## config.mk

```make
export PLATFORM = sky130hd
export DESIGN_NAME = intExecUnit
export DESIGN_NICKNAME = d
export VERILOG_FILES = /design/src/intExecPkg.sv /design/src/uopIf.sv /design/src/issueStage.sv /design/src/intAlu.sv /design/src/resultStage.sv /design/src/intExecUnit.sv
export VERILOG_INCLUDE_DIRS = /design/src
export SDC_FILE = /design/constraint.sdc
export NUM_CORES = 2
export LEC_CHECK = 0
export BUFFER_PORTS_ARGS = -buffer_cell sky130_fd_sc_hd__buf_2
export CAP_MARGIN = 15
export CORE_MARGIN = 3
export CORE_UTILIZATION = 35
export DETAILED_ROUTE_END_ITERATION = 12
export PLACE_DENSITY = 0.49
export SETUP_SLACK_MARGIN = 0.05
export SYNTH_ARGS = -nofsm -noshare
export SYNTH_HDL_FRONTEND = slang
export SYNTH_SLANG_ARGS = --single-unit
export TNS_END_PERCENT = 100
```

## constraint.sdc

```tcl
create_clock -name clk -period 7.85 [get_ports clk]
set_input_delay 0 -clock clk [delete_from_list [all_inputs] [get_ports clk]]
set_output_delay 0 -clock clk [all_outputs]
set_load 0.02 [all_outputs]
```

## src/intExec_config.svh

```systemverilog
`ifndef INTEXEC_CONFIG_SVH
`define INTEXEC_CONFIG_SVH

// Data path and pc width
`define XLEN 32

// Program-order sequence number, wraps around
`define SQN_W 6

// Physical destination tag
`define TAG_W 7

// Architectural register name
`define REGN_W 5

`endif

```

## src/intExecPkg.sv

```systemverilog
`include "intExec_config.svh"

package intExecPkg;

    // Data value or pc
    typedef logic [`XLEN-1:0] Word;

    // Newer or older is decided by the signed difference
    typedef logic [`SQN_W-1:0] SqN;

    typedef logic [`TAG_W-1:0] Tag;

    // Zero means the micro-op writes no register
    typedef logic [`REGN_W-1:0] RegName;

    // Completion code returned with the result
    typedef logic [2:0] Flags;

    localparam Flags FLAGS_NONE = 3'd0;
    localparam Flags FLAGS_EXCEPT = 3'd2;

    typedef enum logic [5:0] {
        // RV32I base
        INT_ADD, INT_SUB, INT_XOR, INT_OR, INT_AND,
        INT_SLL, INT_SRL, INT_SRA,
        INT_SLT, INT_SLTU,
        INT_LUI, INT_AUIPC,

        // Zba address generation
        INT_SH1ADD, INT_SH2ADD, INT_SH3ADD,

        // Zbb logic, counts and min/max
        INT_ANDN, INT_ORN, INT_XNOR,
        INT_CLZ, INT_CTZ, INT_CPOP,
        INT_MIN, INT_MAX, INT_MINU, INT_MAXU,
        INT_SEXT_B, INT_SEXT_H, INT_ZEXT_H,
        INT_REV8, INT_ORC_B,

        // Jumps and conditional branches
        INT_JAL, INT_JALR,
        INT_BEQ, INT_BNE,
        INT_BLT, INT_BGE,
        INT_BLTU, INT_BGEU,

        // Speculated return address check
        INT_VRET,

        INT_SYS,
        INT_UNDEF
    } IntOp;

endpackage

```

## src/uopIf.sv

```systemverilog
`timescale 1ns/10ps

interface uopIf;
    import intExecPkg::*;

    logic valid;
    IntOp opcode;
    Word srcA;
    Word srcB;
    Word imm;
    Word pc;
    SqN sqN;
    Tag tagDst;
    RegName nmDst;
    logic compressed;
    logic branchPred;

    modport issue (
        output valid, opcode, srcA, srcB, imm, pc,
        output sqN, tagDst, nmDst, compressed, branchPred
    );

    modport exec (
        input valid, opcode, srcA, srcB, imm, pc,
        input sqN, tagDst, nmDst, compressed, branchPred
    );
endinterface

interface resIf;
    import intExecPkg::*;

    logic valid;
    Word result;
    Tag tagDst;
    RegName nmDst;
    SqN sqN;
    Flags flags;
    logic redirect;
    Word dstPc;

    modport alu (output valid, result, tagDst, nmDst, sqN, flags, redirect, dstPc);

    modport wb (input valid, result, tagDst, nmDst, sqN, flags, redirect, dstPc);
endinterface

```

## src/issueStage.sv

```systemverilog
`timescale 1ns/10ps

module issueStage (
    input  logic                 clk,
    input  logic                 rst,
    input  logic                 inValid,
    input  intExecPkg::IntOp     inOpcode,
    input  intExecPkg::Word      inSrcA,
    input  intExecPkg::Word      inSrcB,
    input  intExecPkg::Word      inImm,
    input  intExecPkg::Word      inPc,
    input  intExecPkg::SqN       inSqN,
    input  intExecPkg::Tag       inTagDst,
    input  intExecPkg::RegName   inNmDst,
    input  logic                 inCompressed,
    input  logic                 inBranchPred,
    input  logic                 wbStall,
    input  logic                 invalidate,
    input  intExecPkg::SqN       invalidateSqN,
    uopIf.issue                  uop
);
    import intExecPkg::*;

    logic heldValid;
    logic squashIn;
    logic squashHeld;

    // Positive wrapped difference means a is younger than b
    function automatic logic isNewer(input SqN a, input SqN b);
        SqN diff;
        diff = a - b;
        return $signed(diff) > 0;
    endfunction

    assign squashIn = invalidate && isNewer(inSqN, invalidateSqN);
    assign squashHeld = invalidate && isNewer(uop.sqN, invalidateSqN);

    always_ff @(posedge clk) begin
        if (rst) begin
            heldValid <= 1'b0;
        end else if (wbStall) begin
            heldValid <= heldValid && !squashHeld;
        end else begin
            heldValid <= inValid && !squashIn;
        end
    end

    always_ff @(posedge clk) begin
        if (!wbStall) begin
            uop.opcode <= inOpcode;
            uop.srcA <= inSrcA;
            uop.srcB <= inSrcB;
            uop.imm <= inImm;
            uop.pc <= inPc;
            uop.sqN <= inSqN;
            uop.tagDst <= inTagDst;
            uop.nmDst <= inNmDst;
            uop.compressed <= inCompressed;
            uop.branchPred <= inBranchPred;
        end
    end

    // A squash in the same cycle keeps the held op out of the result register
    assign uop.valid = heldValid && !squashHeld;

endmodule

```

## src/intAlu.sv

```systemverilog
`timescale 1ns/10ps
`include "intExec_config.svh"

module intAlu (
    uopIf.exec uop,
    resIf.alu  res
);
    import intExecPkg::*;

    localparam int CntW = $clog2(`XLEN) + 1;
    localparam int ShW = $clog2(`XLEN);

    Word srcA;
    Word srcB;
    Word imm;
    Word srcARev;
    Word cntIn;
    Word revBytes;
    Word orcBytes;
    Word pcPlus2;
    Word pcPlus4;
    Word pcNext;
    Word brOffset;
    Word result;
    Word dstPc;
    Flags flags;
    logic [CntW-1:0] zeroCnt;
    logic [CntW-1:0] popCnt;
    logic [ShW-1:0] shamt;
    logic lessThan;
    logic lessThanU;
    logic isCondBranch;
    logic taken;
    logic redirect;

    assign srcA = uop.srcA;
    assign srcB = uop.srcB;
    assign imm = uop.imm;
    assign shamt = srcB[ShW-1:0];

    assign lessThan = $signed(srcA) < $signed(srcB);
    assign lessThanU = srcA < srcB;

    assign pcPlus2 = uop.pc + Word'(2);
    assign pcPlus4 = uop.pc + Word'(4);
    assign pcNext = uop.compressed ? pcPlus2 : pcPlus4;
    assign brOffset = {{(`XLEN-13){imm[12]}}, imm[12:0]};

    // ctz is clz of the bit-reversed operand
    always_comb begin
        for (int i = 0; i < `XLEN; i++) begin
            srcARev[i] = srcA[`XLEN-1-i];
        end
    end

    assign cntIn = (uop.opcode == INT_CLZ) ? srcA : srcARev;

    always_comb begin
        logic found;
        found = 1'b0;
        zeroCnt = CntW'(`XLEN);
        for (int i = `XLEN-1; i >= 0; i--) begin
            if (!found && cntIn[i]) begin
                found = 1'b1;
                zeroCnt = CntW'(`XLEN-1-i);
            end
        end
    end

    always_comb begin
        popCnt = '0;
        for (int i = 0; i < `XLEN; i++) begin
            popCnt = popCnt + CntW'(srcA[i]);
        end
    end

    always_comb begin
        for (int b = 0; b < `XLEN/8; b++) begin
            revBytes[8*b +: 8] = srcA[`XLEN-8-8*b +: 8];
            orcBytes[8*b +: 8] = {8{|srcA[8*b +: 8]}};
        end
    end

    always_comb begin
        case (uop.opcode)
            INT_ADD: result = srcA + srcB;
            INT_SUB: result = srcA - srcB;
            INT_XOR: result = srcA ^ srcB;
            INT_OR: result = srcA | srcB;
            INT_AND: result = srcA & srcB;
            INT_SLL: result = srcA << shamt;
            INT_SRL: result = srcA >> shamt;
            INT_SRA: result = Word'($signed(srcA) >>> shamt);
            INT_SLT: result = Word'(lessThan);
            INT_SLTU: result = Word'(lessThanU);
            INT_LUI: result = srcB;
            INT_AUIPC: result = uop.pc + imm;
            INT_SH1ADD: result = srcB + (srcA << 1);
            INT_SH2ADD: result = srcB + (srcA << 2);
            INT_SH3ADD: result = srcB + (srcA << 3);
            INT_ANDN: result = srcA & ~srcB;
            INT_ORN: result = srcA | ~srcB;
            INT_XNOR: result = srcA ^ ~srcB;
            INT_CLZ, INT_CTZ: result = Word'(zeroCnt);
            INT_CPOP: result = Word'(popCnt);
            INT_MIN: result = lessThan ? srcA : srcB;
            INT_MAX: result = lessThan ? srcB : srcA;
            INT_MINU: result = lessThanU ? srcA : srcB;
            INT_MAXU: result = lessThanU ? srcB : srcA;
            INT_SEXT_B: result = {{(`XLEN-8){srcA[7]}}, srcA[7:0]};
            INT_SEXT_H: result = {{(`XLEN-16){srcA[15]}}, srcA[15:0]};
            INT_ZEXT_H: result = {{(`XLEN-16){1'b0}}, srcA[15:0]};
            INT_REV8: result = revBytes;
            INT_ORC_B: result = orcBytes;
            // Link address
            INT_JAL, INT_JALR: result = pcNext;
            default: result = '0;
        endcase

        case (uop.opcode)
            INT_UNDEF: flags = FLAGS_EXCEPT;
            INT_SYS: flags = imm[2:0];
            default: flags = FLAGS_NONE;
        endcase
    end

    assign isCondBranch = uop.opcode inside {INT_BEQ, INT_BNE, INT_BLT, INT_BGE,
                                             INT_BLTU, INT_BGEU};

    always_comb begin
        case (uop.opcode)
            INT_BEQ: taken = (srcA == srcB);
            INT_BNE: taken = (srcA != srcB);
            INT_BLT: taken = lessThan;
            INT_BGE: taken = !lessThan;
            INT_BLTU: taken = lessThanU;
            INT_BGEU: taken = !lessThanU;
            default: taken = 1'b0;
        endcase
    end

    always_comb begin
        redirect = 1'b0;
        dstPc = pcNext;
        if (uop.opcode == INT_JAL) begin
            // Always taken, so only a not-taken prediction is wrong
            redirect = !uop.branchPred;
            dstPc = uop.pc + imm;
        end else if (uop.opcode == INT_JALR) begin
            redirect = 1'b1;
            dstPc = srcA + srcB;
        end else if (uop.opcode == INT_VRET) begin
            redirect = (srcA != srcB);
            dstPc = srcA;
        end else if (isCondBranch) begin
            redirect = (taken != uop.branchPred);
            dstPc = taken ? uop.pc + brOffset : pcNext;
        end
    end

    assign res.valid = uop.valid;
    assign res.result = result;
    assign res.tagDst = uop.tagDst;
    assign res.nmDst = uop.nmDst;
    assign res.sqN = uop.sqN;
    assign res.flags = flags;
    assign res.redirect = redirect;
    assign res.dstPc = dstPc;

endmodule

```

## src/resultStage.sv

```systemverilog
`timescale 1ns/10ps

module resultStage (
    input  logic                 clk,
    input  logic                 rst,
    input  logic                 wbStall,
    resIf.wb                     res,
    output logic                 resValid,
    output intExecPkg::Word      resResult,
    output intExecPkg::Tag       resTagDst,
    output intExecPkg::RegName   resNmDst,
    output intExecPkg::SqN       resSqN,
    output intExecPkg::Flags     resFlags,
    output logic                 brRedirect,
    output intExecPkg::Word      brDstPc,
    output intExecPkg::SqN       brSqN
);
    import intExecPkg::*;

    SqN sqNQ;

    always_ff @(posedge clk) begin
        if (rst) begin
            resValid <= 1'b0;
            brRedirect <= 1'b0;
        end else if (!wbStall) begin
            resValid <= res.valid;
            // Redirect only travels with a live result
            brRedirect <= res.valid && res.redirect;
        end
    end

    always_ff @(posedge clk) begin
        if (!wbStall) begin
            resResult <= res.result;
            resTagDst <= res.tagDst;
            resNmDst <= res.nmDst;
            resFlags <= res.flags;
            sqNQ <= res.sqN;
            brDstPc <= res.dstPc;
        end
    end

    // Result record and redirect share the micro-op's sequence number
    assign resSqN = sqNQ;
    assign brSqN = sqNQ;

endmodule

```

## src/intExecUnit.sv

```systemverilog
`timescale 1ns/10ps

module intExecUnit (
    input  logic                 clk,
    input  logic                 rst,
    input  logic                 inValid,
    input  intExecPkg::IntOp     inOpcode,
    input  intExecPkg::Word      inSrcA,
    input  intExecPkg::Word      inSrcB,
    input  intExecPkg::Word      inImm,
    input  intExecPkg::Word      inPc,
    input  intExecPkg::SqN       inSqN,
    input  intExecPkg::Tag       inTagDst,
    input  intExecPkg::RegName   inNmDst,
    input  logic                 inCompressed,
    input  logic                 inBranchPred,
    input  logic                 wbStall,
    input  logic                 invalidate,
    input  intExecPkg::SqN       invalidateSqN,
    output logic                 resValid,
    output intExecPkg::Word      resResult,
    output intExecPkg::Tag       resTagDst,
    output intExecPkg::RegName   resNmDst,
    output intExecPkg::SqN       resSqN,
    output intExecPkg::Flags     resFlags,
    output logic                 brRedirect,
    output intExecPkg::Word      brDstPc,
    output intExecPkg::SqN       brSqN
);

    uopIf uopBus ();
    resIf resBus ();

    issueStage issue (
        .clk(clk),
        .rst(rst),
        .inValid(inValid),
        .inOpcode(inOpcode),
        .inSrcA(inSrcA),
        .inSrcB(inSrcB),
        .inImm(inImm),
        .inPc(inPc),
        .inSqN(inSqN),
        .inTagDst(inTagDst),
        .inNmDst(inNmDst),
        .inCompressed(inCompressed),
        .inBranchPred(inBranchPred),
        .wbStall(wbStall),
        .invalidate(invalidate),
        .invalidateSqN(invalidateSqN),
        .uop(uopBus.issue)
    );

    intAlu alu (
        .uop(uopBus.exec),
        .res(resBus.alu)
    );

    resultStage result (
        .clk(clk),
        .rst(rst),
        .wbStall(wbStall),
        .res(resBus.wb),
        .resValid(resValid),
        .resResult(resResult),
        .resTagDst(resTagDst),
        .resNmDst(resNmDst),
        .resSqN(resSqN),
        .resFlags(resFlags),
        .brRedirect(brRedirect),
        .brDstPc(brDstPc),
        .brSqN(brSqN)
    );

endmodule

```

==> run metrics <==
outcome complete, but fails checks; failing checks slew limit; Worst VDD drop about 0.26 mV; Critical Path RT 8.24 ns; CTS root buf clkbuf_16; mapped cell area approximately 29,000 um2; top post-synthesis cells by area edfxtp_1 25%, ha_1 9.5%, mux4_2 5.4%, a21oi_1 4.8%, nor2_1 4.7%; period utilisation layout 0.8231; area grow syn2layout 17.90%; crit start category flop; clock latency on the worst-skew pair 0.66 ns; Fillers around 8,300; Synthesized Nets roughly 4,000; Worst Hold Class in2reg; antenna-violating nets left 0; Final Skew between 0.02 and 0.03 ns; I/O Buffers roughly 260; IO Count approximately 260; largest net degree at the start of global routing 129; number of synthesized flops with an enable pin between 200 and 250; Yosys Warn Count 0; worst reg-to-reg setup slack about 1.4 ns; min Tclk post-route 6.461 ns; initial antenna violation count 11; max-cap violations 0; CTS tree done; gate count of the mapped netlist 3,493; DIE AREA 87,000 um2; Power Total ~7000 uW; wire length per cell ~33 um; CTS Buf Count 31; dpl cell area around 32,000 um2; register area share after synthesis 0.2476; Leak between 0.01 and 0.015 uW; CP Data Arrival Time ~6.9 ns; Max Freq 154.8 MHz; final setup TNS 0 ns; Post-synth top cells 365 x nor2_1, 282 x a21oi_1, 272 x nand2_1; clock buffer depth 3; CP endpoint kind flop; CP bufs+invs 2; Num Clock Sinks 242; Mapped Avg Cell Area ~8.4 um2; share of cells above drive strength 1 0.1471; first-pass GRT wire length roughly 230 mm; Seq cells post-synth 242; Netlist cell types between 100 and 150; endpoints failing hold 0; RSZ-0062 raised after global routing false; CP Class reg2reg; Synth async-reset ratio 0; crit-path max FO 7; H-Tree Depth 1; max incr delay on CP between 0.5 and 0.6 ns; crit-path most repeated cell fa_1; Placeable Area 82,370 um2; Synth top area share 0.2456; remaining global-route overflow 0; cell taking the most area after synthesis edfxtp_1; PwrDens roughly 200 nW/um2; Layout Nets roughly 4,200; CP delay by family, top adder cells; initial drt markers between 4,000 and 5,000; Die Height approximately 290 um; cell area after layout roughly 34,000 um2; dpl hpwl between 100 and 150 mm; DR pass1 iterations 7; width of the die ~290 um; Initial Util 0.3548; most common cell in the netlist nor2_1; Slew HR -0.02975; Post-synth top flop edfxtp_1; via count 32,200; GRT Total Usage 0.3644; routed vias/inst approximately 6.5; slew at the pin closest to its max-slew limit approximately 1.5 ns; CP max-delay cell fa_1; Slew Viols, Final 1; vias in the first global route 30,220; worst hold slack 0.04241 ns; GPL Wtd Cong about 1.1; Final setup violation count 0; Reg clk slew, reported paths 0.06 ns; drc violations 0; CP Cell Sequence inv_1, ha_1, inv_1, fa_1, fa_1, fa_1, fa_1, fa_1, fa_1, fa_1, fa_1, xor2_1, o22ai_1, a211oi_1, nand3_1, or4_1, a21oi_1, o21ai_1; WL final 164.0 mm; row cnt around 110
[through the flow]
stage | setup slack (ns) | std cells | utilization
after global placement | 1.502 | 4702 | 0.3861
after floorplan | 1.479 | 3493 | -
after CTS | 1.432 | 4921 | 0.4177
after global routing | 1.155 | 4924 | 0.4181
after detailed placement | 1.462 | 4704 | 0.3863
final | 1.389 | 4930 | 0.4183
[state kept, by name, summed over array words and instances (netlist names)]
| register | cells |
|---|---|
| issue.uop.imm | 32 |
| result.resNmDst | 5 |
| result.resValid | 1 |
| issue.uop.sqN | 6 |
| issue.uop.srcB | 32 |
| result.brRedirect | 1 |
| issue.uop.nmDst | 5 |
| result.resResult | 32 |
| issue.uop.branchPred | 1 |
| issue.uop.pc | 32 |
| issue.uop.compressed | 1 |
| issue.uop.tagDst | 7 |
| result.brSqN | 6 |
| issue.heldValid | 1 |
| issue.uop.opcode | 6 |
| issue.uop.srcA | 32 |
| result.brDstPc | 32 |
| result.resFlags | 3 |
| result.resTagDst | 7 |
[metal layers]
| metal | wire [um] | GRT usage | vias to the layer above |
|---|---|---|---|
| li1 | - | - | 13970 |
| met1 | 62770 | 0.4525 | 15520 |
| met2 | 67990 | 0.5393 | 2079 |
| met3 | 18360 | 0.1070 | 626 |
| met4 | 14800 | 0.2634 | 10 |
| met5 | 60 | 0 | - |
[report_power, final]
| part | internal (uW) | leakage, uW | switching (uW) |
|---|---|---|---|
| Sequential | 1570 | 0.00237 | 108 |
| Combinational | 1360 | 0.0106 | 2420 |
| Clock | 797 | 0.000478 | 662 |
[worst min-delay path, cell delays in order]
cell,delay (ns)
buf_2,0.11
xor2_1,0.08
xnor2_1,0.13
a31oi_1,0.14
mux2i_1,0.13
nor2_1,0.05
[cell families after synthesis]
family                     synth area share
muxes                               0.07223
adders and majority gates            0.1169
AOI/OAI and AO/OA                    0.2655
xor gates and xnor gates            0.06414
and+or+nand+nor                      0.1772
buffers and inverters               0.05639
DFF                                  0.2476
[final timing paths]
check             cells past startpoint             endpoint                start
setup / recovery                     18  result.resResult[2]    issue.uop.srcA[0]
setup reg to reg                     18  result.resResult[2]    issue.uop.srcA[0]
hold reg to reg                       0  result.resTagDst[2]  issue.uop.tagDst[2]
hold / removal                        6      result.resValid     invalidateSqN[5]
[placed cells by master, fill, tap and decap left out, types with 31 or more instances in the layout]
cell           Yosys  routed
clkbuf_16          0      31
a221oi_1          40      40
buf_2             39     258
nor2b_1           32      32
nand3_1           84      84
a211oi_1          70      70
o211ai_1          63      63
nor3_1            93      92
mux2i_1           50      50
mux4_2            70      70
o21ai_0          243     242
buf_4             17     126
ha_1             221     221
fa_1              32      32
edfxtp_1         239     239
nor2_1           365     353
a22oi_1           40      40
a21oi_1          282     281
nand4_1           49      49
xnor2_1          137     137
dlygate4sd3_1      0     159
o22ai_1           31      31
a21o_1            53      53
inv_1            148     146
a31oi_1           40      40
nand2_1          272     272
xor2_1            77      76
o21bai_1          32      32
nand2b_1          33      33
[area by class of cell]
class / count / area [um2] / share of cell area
tap: 1070 / 1339 / 0.03885
multi-input combinational: 2852 / 20410 / 0.5923
inverter: 156 / 593.1 / 0.01721
timing repair buffer: 546 / 3866 / 0.1122
sequential: 242 / 7237 / 0.2100
antenna: 6 / 15.01 / 0.0004357
clock buffer: 36 / 794.5 / 0.02306
clock inverter: 22 / 202.7 / 0.005883
[what timing repair did]
item                      CTS  global route
hold endpoints to repair  157             0
gates resized for setup     0             0
setup buffers               0             0
hold buffers              159             0
(Power assumes the default switching activity.)
